--- config.mk ---
export PLATFORM = sky130hd
export DESIGN_NAME = frv_masked_top
export DESIGN_NICKNAME = d
export VERILOG_FILES = /design/src/frv_masked_pkg.sv /design/src/frv_alu_if.sv /design/src/frv_masked_alu.sv /design/src/frv_masked_rd.sv /design/src/frv_masked_top.sv /design/src/frv_masked_wr.sv
export SDC_FILE = /design/constraint.sdc
export NUM_CORES = 1
export LEC_CHECK = 0
export ABC_AREA = 1
export BUFFER_PORTS_ARGS = -buffer_cell sky130_fd_sc_hd__buf_4
export CELL_PAD_IN_SITES_DETAIL_PLACEMENT = 2
export CELL_PAD_IN_SITES_GLOBAL_PLACEMENT = 2
export CORE_MARGIN = 4
export CORE_UTILIZATION = 40
export CTS_CLUSTER_SIZE = 20
export DETAILED_ROUTE_END_ITERATION = 10
export PLACE_DENSITY = 0.86
export SLEW_MARGIN = 5
export SYNTH_ARGS = -nofsm -noshare
export SYNTH_HDL_FRONTEND = slang
export SYNTH_SLANG_ARGS = --single-unit
export TNS_END_PERCENT = 20
--- constraint.sdc ---
create_clock -name g_clk -period 15.06 [get_ports g_clk]
set_input_delay 0.753 -clock g_clk [delete_from_list [all_inputs] [get_ports g_clk]]
set_output_delay 0.753 -clock g_clk [all_outputs]
set_load 0.01 [all_outputs]
--- src/frv_masked_pkg.sv ---
/*
 * Shared definitions for the masked ALU coprocessor
 * Data and offset types, AXI response codes, opcodes,
 * register map, LFSR constants and the ALU FSM states
 */
`default_nettype none

package frv_masked_pkg;

    // --------------------
    // Widths and types
    localparam int XLEN = 32;                      // Data width

    typedef logic [XLEN-1:0] word_t;               // One share or data word
    typedef logic [7:0]      addr_t;               // Register byte offset
    typedef logic [1:0]      resp_t;               // AXI response code

    localparam resp_t RESP_OKAY   = 2'b00;
    localparam resp_t RESP_SLVERR = 2'b10;

    // --------------------
    // Opcodes with codes 9..15 illegal
    typedef enum logic [3:0] {
        OP_B_MASK   = 4'd0,                        // Boolean mask
        OP_B_UNMASK = 4'd1,                        // Boolean unmask
        OP_B_REMASK = 4'd2,                        // Boolean remask
        OP_A_MASK   = 4'd3,                        // Arithmetic mask
        OP_A_UNMASK = 4'd4,                        // Arithmetic unmask
        OP_B_NOT    = 4'd5,                        // Masked NOT
        OP_B_XOR    = 4'd6,                        // Masked XOR
        OP_B_AND    = 4'd7,                        // Masked AND, two stages
        OP_B_IOR    = 4'd8                         // Masked OR via AND
    } alu_op_e;

    // --------------------
    // Register map
    localparam addr_t REG_RS1_S0 = 8'h00;          // Write only
    localparam addr_t REG_RS1_S1 = 8'h04;
    localparam addr_t REG_RS2_S0 = 8'h08;
    localparam addr_t REG_RS2_S1 = 8'h0C;
    localparam addr_t REG_OP     = 8'h10;          // Write starts the op
    localparam addr_t REG_STATUS = 8'h14;          // Read only
    localparam addr_t REG_RD_S0  = 8'h18;
    localparam addr_t REG_RD_S1  = 8'h1C;

    // Randomness source
    localparam word_t LFSR_SEED = 32'h5A17_C3E9;   // Any nonzero value
    localparam word_t LFSR_TAPS = 32'h8020_0003;   // x^32+x^22+x^2+x+1

    typedef enum logic [1:0] {
        IDLE,                                      // Ready for a request
        AND_STAGE,                                 // Cross products held
        DONE                                       // Response on the bus
    } alu_state_e;

endpackage

`default_nettype wire

--- src/frv_alu_if.sv ---
/*
 * Request and response bundle between the write side,
 * the masked ALU and the read side
 */
`timescale 1ns/1ps
`default_nettype none

interface frv_alu_if
    import frv_masked_pkg::*;
();

    // Request held stable until valid and ready meet
    logic    valid;
    logic    ready;                                // High only while ALU idle
    alu_op_e op;
    word_t   rs1_s0;
    word_t   rs1_s1;
    word_t   rs2_s0;
    word_t   rs2_s1;

    // Response as a one-cycle pulse without back-pressure
    logic    rsp_valid;
    word_t   rd_s0;
    word_t   rd_s1;
    logic    err;                                  // Op outside the enum

    modport req (output valid, op, rs1_s0, rs1_s1, rs2_s0, rs2_s1, input ready);
    modport alu (input valid, op, rs1_s0, rs1_s1, rs2_s0, rs2_s1,
                 output ready, rsp_valid, rd_s0, rd_s1, err);
    modport rsp (input rsp_valid, rd_s0, rd_s1, err);

endinterface

`default_nettype wire

--- src/frv_masked_alu.sv ---
/*
 * Masked ALU with an internal LFSR for fresh masks
 * Linear ops finish in one cycle, AND and OR in two
 */
`timescale 1ns/1ps
`default_nettype none

module frv_masked_alu
    import frv_masked_pkg::*;
(
    input  wire    g_clk,
    input  wire    rst,
    frv_alu_if.alu alu
);

    alu_state_e state;
    word_t      lfsr;
    word_t      r;                                 // Fresh random word
    logic       accept;
    logic       is_or;
    logic       is_and_path;                       // AND or OR
    word_t      a0;
    word_t      a1;
    word_t      b0;
    word_t      b1;
    word_t      q_a0b0;                            // Stage 1 products
    word_t      q_a0b1;
    word_t      q_a1b0;
    word_t      q_a1b1;
    logic       inv_q;                             // Invert share 0 for OR
    word_t      unm_s0;
    word_t      unm_s1;
    word_t      res_s0;
    word_t      res_s1;
    logic       res_err;

    assign r             = lfsr;
    assign accept        = alu.valid & alu.ready;
    assign alu.ready     = state == IDLE;
    assign alu.rsp_valid = state == DONE;

    // --------------------
    // Galois LFSR stepping every cycle
    always_ff @(posedge g_clk) begin
        if (rst) begin
            lfsr <= LFSR_SEED;
        end else begin
            lfsr <= {1'b0, lfsr[XLEN-1:1]} ^ (lfsr[0] ? LFSR_TAPS : '0);
        end
    end

    // --------------------
    // Single-cycle ops
    assign unm_s0 = alu.rs1_s0 & {XLEN{alu.op == OP_B_UNMASK}}; // Gate so rs1 is not
    assign unm_s1 = alu.rs1_s1 & {XLEN{alu.op == OP_B_UNMASK}}; // recombined every op

    always_comb begin
        res_s0  = '0;
        res_s1  = '0;
        res_err = 1'b0;
        case (alu.op)
            OP_B_MASK:   begin
                res_s0 = alu.rs1_s0 ^ r;
                res_s1 = r;
            end
            OP_B_UNMASK: res_s0 = unm_s0 ^ unm_s1;
            OP_B_REMASK: begin
                res_s0 = alu.rs1_s0 ^ r;           // Value unchanged
                res_s1 = alu.rs1_s1 ^ r;
            end
            OP_A_MASK:   begin
                res_s0 = alu.rs1_s0 + r;           // Mod 2^32
                res_s1 = r;
            end
            OP_A_UNMASK: res_s0 = alu.rs1_s0 - alu.rs1_s1;
            OP_B_NOT:    begin
                res_s0 = ~alu.rs1_s0;              // One share inverted
                res_s1 = alu.rs1_s1;
            end
            OP_B_XOR:    begin
                res_s0 = alu.rs1_s0 ^ alu.rs2_s0;
                res_s1 = alu.rs1_s1 ^ alu.rs2_s1;
            end
            OP_B_AND,
            OP_B_IOR:    ;                         // Two-stage path below
            default:     res_err = 1'b1;
        endcase
    end

    // --------------------
    // Masked AND and OR as NOT(AND(NOT a, NOT b))
    assign is_or       = alu.op == OP_B_IOR;
    assign is_and_path = is_or | (alu.op == OP_B_AND);
    assign a0          = is_or ? ~alu.rs1_s0 : alu.rs1_s0;
    assign a1          = alu.rs1_s1;
    assign b0          = is_or ? ~alu.rs2_s0 : alu.rs2_s0;
    assign b1          = alu.rs2_s1;

    always_ff @(posedge g_clk) begin
        if (accept && is_and_path) begin
            q_a0b0 <= (a0 & b0) ^ r;               // Same r refreshes both
            q_a0b1 <= (a0 & b1) ^ r;
            q_a1b0 <= a1 & b0;
            q_a1b1 <= a1 & b1;
            inv_q  <= is_or;
        end
    end

    // Result registers
    always_ff @(posedge g_clk) begin
        if (accept && !is_and_path) begin
            alu.rd_s0 <= res_s0;
            alu.rd_s1 <= res_s1;
            alu.err   <= res_err;
        end else if (state == AND_STAGE) begin
            alu.rd_s0 <= inv_q ? ~q_a0b0 : q_a0b0;
            alu.rd_s1 <= q_a1b1 ^ q_a0b1 ^ q_a1b0; // Combined one cycle late
            alu.err   <= 1'b0;
        end
    end

    // --------------------
    // FSM
    always_ff @(posedge g_clk) begin
        if (rst) begin
            state <= IDLE;
        end else begin
            case (state)
                IDLE:      if (accept) state <= is_and_path ? AND_STAGE : DONE;
                AND_STAGE: state <= DONE;
                DONE:      state <= IDLE;          // rsp_valid for one cycle
                default:   state <= IDLE;
            endcase
        end
    end

endmodule

`default_nettype wire

--- src/frv_masked_rd.sv ---
/*
 * AXI4-Lite read path of the masked ALU coprocessor
 * Captures ALU results, keeps busy and done flags,
 * serves the status word and the result shares
 */
`timescale 1ns/1ps
`default_nettype none

module frv_masked_rd
    import frv_masked_pkg::*;
(
    input  wire        g_clk,
    input  wire        rst,
    input  wire        arvalid,
    output logic       arready,
    input  wire addr_t araddr,
    output logic       rvalid,
    input  wire        rready,
    output word_t      rdata,
    output resp_t      rresp,
    input  wire        launch,                     // Op started on write side
    frv_alu_if.rsp     alu
);

    word_t res_s0;                                 // Captured result shares
    word_t res_s1;
    logic  res_err;
    logic  busy;
    logic  done;
    logic  rd_fire;
    word_t status;

    assign rd_fire = arready & arvalid;
    assign status  = {{(XLEN-3){1'b0}}, res_err, done, busy};

    // --------------------
    // Result capture and flags
    always_ff @(posedge g_clk) begin
        if (rst) begin
            busy    <= 1'b0;
            done    <= 1'b0;
            res_err <= 1'b0;
        end else if (launch) begin
            busy <= 1'b1;
            done <= 1'b0;                          // Cleared by next op
        end else if (alu.rsp_valid) begin
            busy    <= 1'b0;
            done    <= 1'b1;
            res_err <= alu.err;
        end
    end

    always_ff @(posedge g_clk) begin
        if (alu.rsp_valid) begin
            res_s0 <= alu.rd_s0;
            res_s1 <= alu.rd_s1;
        end
    end

    // --------------------
    // Read channel
    always_ff @(posedge g_clk) begin
        if (rst) begin
            arready <= 1'b0;
            rvalid  <= 1'b0;
        end else begin
            arready <= ~arready & ~rvalid & arvalid; // One-cycle accept
            if (rd_fire) begin
                rvalid <= 1'b1;
            end else if (rready) begin
                rvalid <= 1'b0;
            end
        end
    end

    // Address decode
    always_ff @(posedge g_clk) begin
        if (rd_fire) begin
            rresp <= RESP_OKAY;
            case (araddr)
                REG_STATUS: rdata <= status;
                REG_RD_S0:  rdata <= res_s0;
                REG_RD_S1:  rdata <= res_s1;
                default: begin
                    rdata <= '0;                   // Write-only or unmapped
                    rresp <= RESP_SLVERR;
                end
            endcase
        end
    end

endmodule

`default_nettype wire

--- src/frv_masked_top.sv ---
/*
 * Top level of the masked ALU coprocessor
 * Plain AXI4-Lite slave ports, write path, ALU and read path
 */
`timescale 1ns/1ps
`default_nettype none

module frv_masked_top
    import frv_masked_pkg::*;
(
    input  wire        g_clk,                      // Global clock
    input  wire        rst,                        // Synchronous, active high
    // Write address and data
    input  wire        awvalid,
    output wire        awready,
    input  wire addr_t awaddr,
    input  wire        wvalid,
    output wire        wready,
    input  wire word_t wdata,
    input  wire [3:0]  wstrb,
    // Write response
    output wire        bvalid,
    input  wire        bready,
    output wire resp_t bresp,
    // Read address and data
    input  wire        arvalid,
    output wire        arready,
    input  wire addr_t araddr,
    output wire        rvalid,
    input  wire        rready,
    output wire word_t rdata,
    output wire resp_t rresp
);

    wire launch;                                   // Write side to read side

    frv_alu_if alu_bus ();

    frv_masked_wr u_wr (
        .g_clk   (g_clk),
        .rst     (rst),
        .awvalid (awvalid),
        .awready (awready),
        .awaddr  (awaddr),
        .wvalid  (wvalid),
        .wready  (wready),
        .wdata   (wdata),
        .wstrb   (wstrb),
        .bvalid  (bvalid),
        .bready  (bready),
        .bresp   (bresp),
        .launch  (launch),
        .alu     (alu_bus.req)
    );

    frv_masked_alu u_alu (
        .g_clk (g_clk),
        .rst   (rst),
        .alu   (alu_bus.alu)
    );

    frv_masked_rd u_rd (
        .g_clk   (g_clk),
        .rst     (rst),
        .arvalid (arvalid),
        .arready (arready),
        .araddr  (araddr),
        .rvalid  (rvalid),
        .rready  (rready),
        .rdata   (rdata),
        .rresp   (rresp),
        .launch  (launch),
        .alu     (alu_bus.rsp)
    );

endmodule

`default_nettype wire

--- src/frv_masked_wr.sv ---
/*
 * AXI4-Lite write path of the masked ALU coprocessor
 * Holds the operand share registers and the op register,
 * raises the ALU request and pulses launch
 */
`timescale 1ns/1ps
`default_nettype none

module frv_masked_wr
    import frv_masked_pkg::*;
(
    input  wire        g_clk,
    input  wire        rst,
    input  wire        awvalid,
    output logic       awready,
    input  wire addr_t awaddr,
    input  wire        wvalid,
    output logic       wready,
    input  wire word_t wdata,
    input  wire [3:0]  wstrb,
    output logic       bvalid,
    input  wire        bready,
    output resp_t      bresp,
    output logic       launch,                     // One cycle per started op
    frv_alu_if.req     alu
);

    logic aw_ready_q;                              // Shared AW and W ready
    logic wr_fire;                                 // Address and data taken
    logic strb_ok;
    logic op_legal;
    logic op_pending;
    logic is_operand;
    logic wr_ok;
    logic op_start;

    assign awready = aw_ready_q;
    assign wready  = aw_ready_q;

    // --------------------
    // Decode
    assign wr_fire    = aw_ready_q & awvalid & wvalid;
    assign strb_ok    = &wstrb;                    // Full words only
    assign op_legal   = wdata <= word_t'(OP_B_IOR); // Upper bits must be zero
    assign op_pending = alu.valid | ~alu.ready;    // Queued or ALU working
    assign is_operand = (awaddr == REG_RS1_S0) | (awaddr == REG_RS1_S1) |
                        (awaddr == REG_RS2_S0) | (awaddr == REG_RS2_S1);
    assign wr_ok      = strb_ok & (is_operand |
                        ((awaddr == REG_OP) & op_legal & ~op_pending));
    assign op_start   = wr_fire & wr_ok & (awaddr == REG_OP);

    // --------------------
    // Channel handshake
    always_ff @(posedge g_clk) begin
        if (rst) begin
            aw_ready_q <= 1'b0;
            bvalid     <= 1'b0;
        end else begin
            aw_ready_q <= ~aw_ready_q & ~bvalid & awvalid & wvalid; // Single-cycle pulse
            if (wr_fire) begin
                bvalid <= 1'b1;
            end else if (bready) begin
                bvalid <= 1'b0;                    // Held until master takes it
            end
        end
    end

    // Request valid and launch pulse
    always_ff @(posedge g_clk) begin
        if (rst) begin
            alu.valid <= 1'b0;
            launch    <= 1'b0;
        end else begin
            launch <= op_start;
            if (op_start) begin
                alu.valid <= 1'b1;
            end else if (alu.ready) begin
                alu.valid <= 1'b0;                 // Transfer done
            end
        end
    end

    // Share registers, op and response code
    always_ff @(posedge g_clk) begin
        if (wr_fire) begin
            bresp <= wr_ok ? RESP_OKAY : RESP_SLVERR;
            if (wr_ok) begin
                case (awaddr)
                    REG_RS1_S0: alu.rs1_s0 <= wdata;
                    REG_RS1_S1: alu.rs1_s1 <= wdata;
                    REG_RS2_S0: alu.rs2_s0 <= wdata;
                    REG_RS2_S1: alu.rs2_s1 <= wdata;
                    REG_OP:     alu.op     <= alu_op_e'(wdata[3:0]);
                    default:    ;                  // Excluded by wr_ok
                endcase
            end
        end
    end

endmodule

`default_nettype wire

**Yosys cells after proc, flatten, opt, wreduce, memory -nomap -nowiden**

Cells that the tools add are included.

- Logic and storage cells: 146
- Bits of input ports: 59
- Output and inout bits: 41
- Bits in registers: 469

- Eq/ne operators: 18
- $lt $le $gt $ge: 1
- Bitwise operators: 46
- Add/sub/neg operators: 2
- Mux-type cells: 27
- Reduce and logical (&&, ||, !) cells: 23

Operators with widths:

| cell | count |
|---|---|
| $xor 32x32->32 | 9 |
| $mux 32 | 8 |
| $and 32x32->32 | 6 |
| $pmux 32 s6 | 1 |
| $pmux 32 s4 | 1 |
| $not 32->32 | 3 |
| $pmux 32 s3 | 1 |
| $add 32x32->32 | 1 |
| $eq 8x5->1 const B | 4 |
| $le 32x4->1 const B | 1 |
| $sub 32x32->32 | 1 |
| $xor 31x32->32 | 1 |
| $eq 4x3->1 const B | 4 |
| $eq 8x4->1 const B | 2 |
| $reduce_and 3->1 | 5 |
| $and 1x1->1 | 14 |
| $mux 1 | 11 |
| $reduce_bool 2->1 | 5 |
| $reduce_or 9->1 | 1 |
| $eq 4x2->1 const B | 2 |
| $eq 8x3->1 const B | 1 |
| $logic_not 8->1 | 1 |
| $mux 2 | 4 |
| $not 1->1 | 7 |
| 15 further kinds | 23 |

**Logic depth before layout (Yosys ltp)**

Gate-level depths: netlist of the first run.

- Depth after elaboration: 10
- Mapped depth: 29
- Depth with buffers taken out: 29

**Hierarchy**

A second synthesis of the first run with hierarchy kept.

- Cell total of the unflattened synthesis: 2518
- Area, all modules: 24340.8 µm²

Modules (own cells, without submodules):

| module | sequential area each (µm²) | area an instance (µm²) | instances | cells an instance |
|---|---|---|---|---|
| frv_masked_alu | 6506.2 | 16095.4 | 1 | 2037 |
| frv_masked_wr | 4073.9 | 4496.8 | 1 | 231 |
| frv_masked_rd | 3012.9 | 3748.6 | 1 | 250 |

**Worst setup path before layout of the first run**

OpenSTA, ideal clock, no wires.

- Kind: register -> register
- Start: register u_wr.alu.op[0]
- End: register u_alu.inv_q, enable pin
- Period minus slack after synthesis: 10320 ps
- Data required time: 14284 ps
- Data arrival time: 9544 ps
- Path buffers: 0
- Setup slack: 4740 ps
- Stages on the path, launching flop included: 6
- Cells stage by stage: edfxtp_1 -> inv_1 -> nand2_1 -> nor3_2 -> a21oi_2 -> nor3_1

- Cells in the longest elaborated chain, start to end: 3

RTL lines:

| what | line | RTL |
|---|---|---|
| start: declaration | frv_alu_if.sv:27 | `modport req (output valid, op, rs1_s0, rs1_s1, rs2_s0, rs2_s1, input ready);` |
| start signal: assignment | frv_masked_wr.sv:93 | `REG_OP: alu.op <= alu_op_e'(wdata[3:0]);` |
| $eq 4x4->1 or $eq 4x3->1 (tied branches) | frv_masked_alu.sv:92, frv_masked_alu.sv:93 |  |
| $or 1x1->1 * | frv_masked_alu.sv:93 | `assign is_and_path = is_or \| (alu.op == OP_B_AND);` |
| $logic_and 1x1->1 * | frv_masked_alu.sv:100 | `if (accept && is_and_path) begin` |
| end signal: assignment | frv_masked_alu.sv:105 | `inv_q <= is_or;` |
| end: declaration | frv_masked_alu.sv:30 | `logic inv_q;` |

Every way passes the cells marked *; elsewhere a longest branch is shown, timed or not.
A chain may end at the register's enable or synchronous reset.

**Worst setup path in the final report of the first run**

- Start: register u_wr.alu.op[2]
- End: register u_alu.alu.rd_s0[16] (data pin)

- Cells in the longest elaborated chain, start to end: 5

RTL lines:

| what | line | RTL |
|---|---|---|
| $eq 4x1->1 (tied with other cells) | frv_masked_alu.sv:54, frv_masked_alu.sv:55, frv_masked_alu.sv:61 |  |
| $and 32x32->32 (tied with other cells) | frv_masked_alu.sv:54 | `assign unm_s0 = alu.rs1_s0 & {XLEN{alu.op == OP_B_UNMASK}};` |
| $xor 32x32->32 or $logic_not 1->1 (tied branches) | frv_masked_alu.sv:66, frv_masked_alu.sv:111 |  |
| $pmux 32 s6 or $logic_and 1x1->1 (tied branches) | frv_masked_alu.sv:61, frv_masked_alu.sv:111 |  |
| $mux 32 * | frv_masked_alu.sv:111 | `if (accept && !is_and_path) begin` |
| end signal: assignment | frv_masked_alu.sv:112 | `alu.rd_s0 <= res_s0;` |
| end signal: assignment | frv_masked_alu.sv:116 | `alu.rd_s0 <= inv_q ? ~q_a0b0 : q_a0b0;` |
| end: declaration | frv_alu_if.sv:29 | `output ready, rsp_valid, rd_s0, rd_s1, err);` |

Marks and branches as above.

==> impl_metrics.env, run 1 <==
export IMPL_fin_nets=2615
export IMPL_clk_latency_ps=630
export IMPL_seq_area_frac_synth=0.570
export IMPL_grt_use_total=0.288
export IMPL_reg2reg_depth=24
export IMPL_highest_layer="met5"
export IMPL_routed_wl_um=93300
export IMPL_io_pin_count=100
export IMPL_diodes=0
export IMPL_combPwrFrac=0.051
export IMPL_globalplace_congestion=0.891
export IMPL_cts_post_setup_buffers_inserted=0
export IMPL_yosysMostFrequentCell="nand2_1"
export IMPL_synthXorXnorAreaFrac=0.0903
export IMPL_regArea_mm2=0.0136
export IMPL_required_ps=15430
export IMPL_drive_gt1_frac=0.101
export IMPL_drtAntennaViolNets=0
export IMPL_pwr_share_clk=0.444
export IMPL_h_tree_depth=2
export IMPL_drc=0
export IMPL_grt_max_degree=72
export IMPL_yosys_area_top_type_share=0.533
export IMPL_yosysTopAreaCell="edfxtp_1"
export IMPL_synth_top_family_by_area="simple AND/OR/NAND/NOR gates"
export IMPL_slew_viol_final=0
export IMPL_viasPerCell=5.80
export IMPL_dpl_hpwl_um=63300
export IMPL_endpoint_kind="register"
export IMPL_drt_iter0_markers=1601
export IMPL_start_kind="register"
export IMPL_tns_ps=0
export IMPL_grt_setup_unrepaired="no"
export IMPL_ir_drop_mv=0.0770
export IMPL_grt_pass1_vias=21886
export IMPL_syn_cell_area_mm2=0.0239
export IMPL_clock_path_buffers=3
export IMPL_grt_ovfl_total=0
export IMPL_synth_compound_area_frac=0.105
export IMPL_placed_area_mm2=0.0255
export IMPL_period_minus_slack_ps=5000
export IMPL_cts_buffers_inserted=52
export IMPL_ys_ff_latch=467
export IMPL_worst_slew_pin_transition_ps=1270
export IMPL_cts_hold_buf=0
export IMPL_wl_met2_um=46500
export IMPL_swShare=0.237
export IMPL_synthTopCellsByArea="edfxtp_1 53%, nand2_1 8.2%, xor2_1 6.8%"
export IMPL_multiInputGateArea_mm2=0.00903
export IMPL_p_leak_nw=10.7
export IMPL_antenna_found_initial=8
export IMPL_status="finished clean"
export IMPL_hold_viol=0
export IMPL_dieArea_mm2=0.0636
export IMPL_p_switching_mw=0.666
export IMPL_fmax_mhz=200
export IMPL_pwr_share_seq=0.505
export IMPL_initial_core_util=0.404
export IMPL_yosys_area_share_adder=0.0176
export IMPL_netlist_instances=2426
export IMPL_final_fill_count=6233
export IMPL_root_buffer="clkbuf_16"
export IMPL_cts_sinks=467
export IMPL_cp_arrival_ps=5370
export IMPL_finalSetupViolCount=0
export IMPL_critPathKind="reg2reg"
export IMPL_cellPowerDensity_mw_per_mm2=104
export IMPL_chipWidth_um=252
export IMPL_area_growth_pct=13.6
export IMPL_period_share=0.332
export IMPL_grt_pass1_wl_um=138000
export IMPL_synth_flop_cell="edfxtp_1"
export IMPL_netlist_top_cells_count="520 x nand2_1, 424 x edfxtp_1, 250 x inv_1, 185 x xor2_1, 170 x nor2_1"
export IMPL_synth_cell_types=52
export IMPL_vias=19366
export IMPL_avgSynthCellArea_um2=9.84
export IMPL_firstDrtPassIters=6
export IMPL_cts_resized=0
export IMPL_fin_area_mm2=0.0271
export IMPL_fin_skew_ps=21.9
export IMPL_r2r_setup_slack_ps=10060
export IMPL_wl_met1_um=36200
export IMPL_internal_power_mw=2.15
export IMPL_path_clk_slew_ps=60
export IMPL_hold_class="in2reg"
export IMPL_port_buffers=97
export IMPL_met3_length_um=6540
export IMPL_max_cap_violations=0
export IMPL_hold_depth=1
export IMPL_cts_tree="done"
export IMPL_row_count=89
export IMPL_yosys_area_share_simple=0.162
export IMPL_wire_per_inst_um=27.9
export IMPL_async_reset_ff_frac=0
export IMPL_fp_dieH_um=252
export IMPL_synth_edff_count=424
export IMPL_yosys_warnings=0
export IMPL_synth_mux_area_frac=0
export IMPL_max_slew_margin_rel=0.152
export IMPL_critPathMaxFanout=35
export IMPL_core_area_mm2=0.0590
-- kinds of logic (layout without fill, tap and decap cells) --
family | count (synthesis) | in the layout
AOI/OAI and AO/OA | 421 | 421
xor gates and xnor gates | 246 | 246
adders and majority gates | 33 | 33
buffers and inverters | 342 | 482
DFF | 467 | 467
other | 1 | 2
and+or+nand+nor | 916 | 916
-- worst paths after layout --
check                               start                       endpoint
max              u_wr.alu.op[2]$_DFFE_PP_  u_alu.alu.rd_s0[16]$_DFFE_PP_
min reg2reg  u_alu.alu.rd_s1[4]$_DFFE_PP_       u_rd.res_s1[4]$_DFFE_PP_
max reg2reg      u_wr.alu.op[2]$_DFFE_PP_  u_alu.alu.rd_s0[16]$_DFFE_PP_
min                             wdata[24]  u_wr.alu.rs1_s1[24]$_DFFE_PP_
-- critical path, stage by stage (launching register included) --
cell and delay, ps:
edfxtp_1 330, buf_4 550, inv_1 140, nor2_1 330, inv_1 100, nor2_2 150
buf_4 390, nand2_1 120, o21ai_0 110, ha_1 190, inv_1 70, fa_1 460
nand3_1 120, nand2_1 180, nand2_1 110, nand2_1 140, nand2_1 100, nand2_1 170
nand2_1 120, nand2_1 100, or2_2 280, nand3_1 120, nand3_1 150, nand2_1 130
nand2_1 80
-- flip-flops by register name (all words and copies together), names as in the netlist, 2 cells and up --
signal	cells
u_rd.res_s1	32
u_alu.alu.rd_s1	32
u_alu.q_a0b1	32
u_alu.q_a1b0	32
u_rd.res_s0	32
u_alu.alu.rd_s0	32
u_wr.alu.rs1_s0	32
u_wr.alu.op	4
u_wr.alu.rs1_s1	32
u_alu.state	2
u_wr.alu.rs2_s1	32
u_alu.lfsr	32
u_wr.alu.rs2_s0	32
u_rd.rdata	32
u_alu.q_a0b0	32
u_alu.q_a1b1	32
-- routing by layer --
| layer | vias up | global-route usage |
|---|---|---|
| li1 | 8446 | - |
| met1 | 9895 | 0.347 |
| met2 | 783 | 0.508 |
| met3 | 238 | 0.0561 |
| met4 | 4 | 0.120 |
| met5 | - | 0 |
-- power by group through the flow --
| stage | logic, mW | clock network, mW | registers (mW) |
|---|---|---|---|
| finish | 0.145 | 1.25 | 1.42 |
| detailed placement | 0.139 | 0 | 1.45 |
| global placement | 0.128 | 0 | 1.44 |
| CTS | 0.143 | 1.26 | 1.42 |
| floorplan | 0.0777 | 0 | 1.44 |
| global route | 0.157 | 1.32 | 1.42 |
-- final cells by class --
class / count / area share
flip-flops and latches: 467 / 0.501
multi-input cells: 1618 / 0.333
clock buffers: 77 / 0.0537
inverters: 261 / 0.0361
well taps: 773 / 0.0357
repair buffers: 123 / 0.0341
clock inverters: 21 / 0.00605
-- cell usage in the layout (no fill, tap or decap), drive strengths merged, types with 3 or more instances in the layout --
| master | instances |
|---|---|
| clkbuf | 77 |
| a21oi | 95 |
| xor2 | 185 |
| o221ai | 44 |
| o2111ai | 5 |
| nor4 | 13 |
| a32oi | 4 |
| edfxtp | 424 |
| nand3b | 7 |
| a31oi | 8 |
| clkinv | 19 |
| xnor2 | 61 |
| nand3 | 127 |
| nor2 | 174 |
| o21bai | 3 |
| a21boi | 20 |
| inv | 261 |
| a22oi | 5 |
| buf | 123 |
| ha | 32 |
| o21ai | 206 |
| nand4 | 14 |
| nor3 | 16 |
| or2 | 42 |
| o21a | 4 |
| a22o | 18 |
| dfxtp | 43 |
| nand2 | 522 |
| o22ai | 3 |
-- per-stage QoR --
stage	util	setup slack, ps	hold slack, ps	total power [mW]	instances
final	0.459	10060	356	2.81	3340
after detailed placement	0.432	10240	405	1.58	3242
after global placement	0.432	10500	401	1.57	3242
after global routing	0.459	9860	338	2.90	3340
after CTS	0.459	10150	330	2.82	3340
after floorplan	-	4740	400	1.52	2427
(Power assumes the default switching activity.)
==> inputs of run 2 (changes only) <==
==> constraint.sdc (replaced) <==
create_clock -name g_clk -period 4.7 [get_ports g_clk]
set_input_delay 0.235 -clock g_clk [delete_from_list [all_inputs] [get_ports g_clk]]
set_output_delay 0.235 -clock g_clk [all_outputs]
set_load 0.01 [all_outputs]
==> run 2 against run 1 <==
  * Count of clock-buffer cells in the layout unchanged
  * Die area unchanged
  * Highest routed layer unchanged
  * Critical path type unchanged
  * Non-clock buffer count up 57
  * Sequential share of layout area down 1.3 points
  * Sequential power rose to 3.2 times the previous value
  * Utilization up 1.2 points
==> impl_metrics.env, run 2 (synthesis gave the netlist of run 1 again) <==
export IMPL_status="finished clean"
export IMPL_period_minus_slack_ps=4530
export IMPL_fp_dieH_um=252
export IMPL_diodes=0
export IMPL_cts_sinks=467
export IMPL_drive_gt1_frac=0.109
export IMPL_critPathMaxFanout=5
export IMPL_required_ps=5070
export IMPL_cp_arrival_ps=4900
export IMPL_clock_path_buffers=3
export IMPL_grt_pass1_vias=21982
export IMPL_ir_drop_mv=0.255
export IMPL_endpoint_kind="register"
export IMPL_root_buffer="clkbuf_16"
export IMPL_path_clk_slew_ps=70
export IMPL_max_slew_margin_rel=0.176
export IMPL_antenna_found_initial=9
export IMPL_globalplace_congestion=0.882
export IMPL_drt_iter0_markers=1584
export IMPL_placed_area_mm2=0.0256
export IMPL_hold_viol=0
export IMPL_regArea_mm2=0.0136
export IMPL_slowest_stage="nor2_1"
export IMPL_dpl_hpwl_um=64000
export IMPL_initial_core_util=0.404
export IMPL_fin_nets=2673
export IMPL_grt_ovfl_total=0
export IMPL_cts_buffers_inserted=53
export IMPL_grt_use_total=0.288
export IMPL_multiInputGateArea_mm2=0.00910
export IMPL_port_buffers=97
export IMPL_row_count=89
export IMPL_fin_area_mm2=0.0278
export IMPL_worst_slew_pin_transition_ps=1240
export IMPL_slowest_delay_ps=570
export IMPL_final_common_cell="nand2_1"
export IMPL_grt_pass1_wl_um=139000
export IMPL_wire_per_inst_um=27.6
export IMPL_grt_max_degree=67
export IMPL_period_share=0.964
export IMPL_fin_skew_ps=35.9
export IMPL_io_pin_count=100
export IMPL_vias=19532
export IMPL_firstDrtPassIters=5
export IMPL_cts_tree="done"
export IMPL_drtAntennaViolNets=0
export IMPL_core_area_mm2=0.0590
export IMPL_slew_viol_final=0
export IMPL_p_leak_nw=11.0
export IMPL_start_kind="register"
export IMPL_fin_ws_ps=169
export IMPL_fmax_mhz=221
export IMPL_dp_slack_ps=128
export IMPL_h_tree_depth=2
export IMPL_final_fill_count=6172
export IMPL_critPathKind="reg2reg"
export IMPL_dieArea_mm2=0.0636
export IMPL_finalSetupViolCount=0
export IMPL_chipWidth_um=252
export IMPL_whs_ps=85.5
export IMPL_cp_cell_sequence="nor2_1 -> nand2_1 -> nor2_1 -> nand2_2 -> nor2_4 -> nand3_2 -> nor2_4 -> nand2_2 -> xor2_1 -> nand2_1 -> o21ai_0 -> ha_1 -> nand2_1 -> nor2_4 -> inv_1 -> nor2_1 -> nand4_1 -> nand2_1 -> nand2_1 -> nand3_1 -> nand2_1 -> nand2_1 -> nand2_1"
export IMPL_clk_latency_ps=640
export IMPL_finalPower_mw=9.23
export IMPL_cellPowerDensity_mw_per_mm2=332
export IMPL_max_cap_violations=0
export IMPL_drc=0
export IMPL_area_growth_pct=16.6
export IMPL_hold_class="in2reg"
export IMPL_viasPerCell=5.75
export IMPL_tns_ps=0
export IMPL_final_cell_mix="515 x nand2_1, 424 x edfxtp_1, 250 x inv_1, 185 x xor2_1, 166 x o21ai_0"
export IMPL_routed_wl_um=93800
export IMPL_grt_setup_unrepaired="yes"
export IMPL_crit_top_cell="nand2_1"
## run 2: cell count changes in the layout (fill, tap and decap cells not counted), sizes merged
cell | before | now
clkinv | 19 | 20
buf | 123 | 135
inv | 261 | 258
bufinv | 1 | 2
dlygate4sd3 | 0 | 45
clkinvlp | 1 | 2
## run 2: cell type report
| type | instances | share of cell area |
|---|---|---|
| Timing Repair Buffer | 180 | 0.0531 |
| Inverter | 261 | 0.0354 |
| Multi-Input combinational cell | 1618 | 0.327 |
| Sequential cell | 467 | 0.488 |
| Clock inverter | 21 | 0.00553 |
| Clock buffer | 77 | 0.0557 |
| Tap cell | 773 | 0.0348 |
## run 2: metrics by stage
step / std cells / util
finish: 3397 / 0.471
floorplan: 2427 / -
global route: 3397 / 0.471
detailed placement: 3252 / 0.434
CTS: 3395 / 0.470
global placement: 3252 / 0.434
## run 2: what timing repair did
action                                  in CTS  in global routing
buffers inserted                             0                  2
endpoints found under the hold margin      139                  0
endpoints found under the setup margin       1                 13
pin swaps                                    0                  2
gates resized for setup                      1                 15
hold buffers                                45                  0
## run 2: worst max-delay path, delay by kind of cell, from the launching register on
kind	cells	cell delay (ps)
flops	1	370
compound gates	1	100
fa+ha+maj	1	370
simple gates	19	3170
buf+inv	1	90
xor+xnor	1	170
## run 2: worst paths after layout
kind / slack, ps / to / startpoint / cells past startpoint
worst max register to register: 170 / u_alu.alu.rd_s0[25]$_DFFE_PP_ / u_alu.lfsr[7]$_SDFF_PP1_ / 23
worst min register to register: 420 / u_rd.res_s0[18]$_DFFE_PP_ / u_alu.alu.rd_s0[18]$_DFFE_PP_ / 0
worst max-delay path: 170 / u_alu.alu.rd_s0[25]$_DFFE_PP_ / u_alu.lfsr[7]$_SDFF_PP1_ / 23
worst min-delay path: 90 / u_wr.bresp[1]$_DFFE_PP_ / awaddr[4] / 5
## run 2: per-layer routing
metal	vias to the layer above	part of all wire	routed length (µm)	GRT usage
li1	8571	-	-	-
met1	9960	0.40	37900	0.362
met2	722	0.49	45900	0.496
met3	271	0.061	5710	0.0493
met4	8	0.045	4270	0.118
met5	-	0.00058	54	0
## run 2: power by group
group / leakage (nW) / internal, mW / switching, mW / total, mW
combinational: 5.92 / 0.177 / 0.330 / 0.507
clock: 0.843 / 2.38 / 1.79 / 4.18
sequential: 4.23 / 4.52 / 0.0339 / 4.55
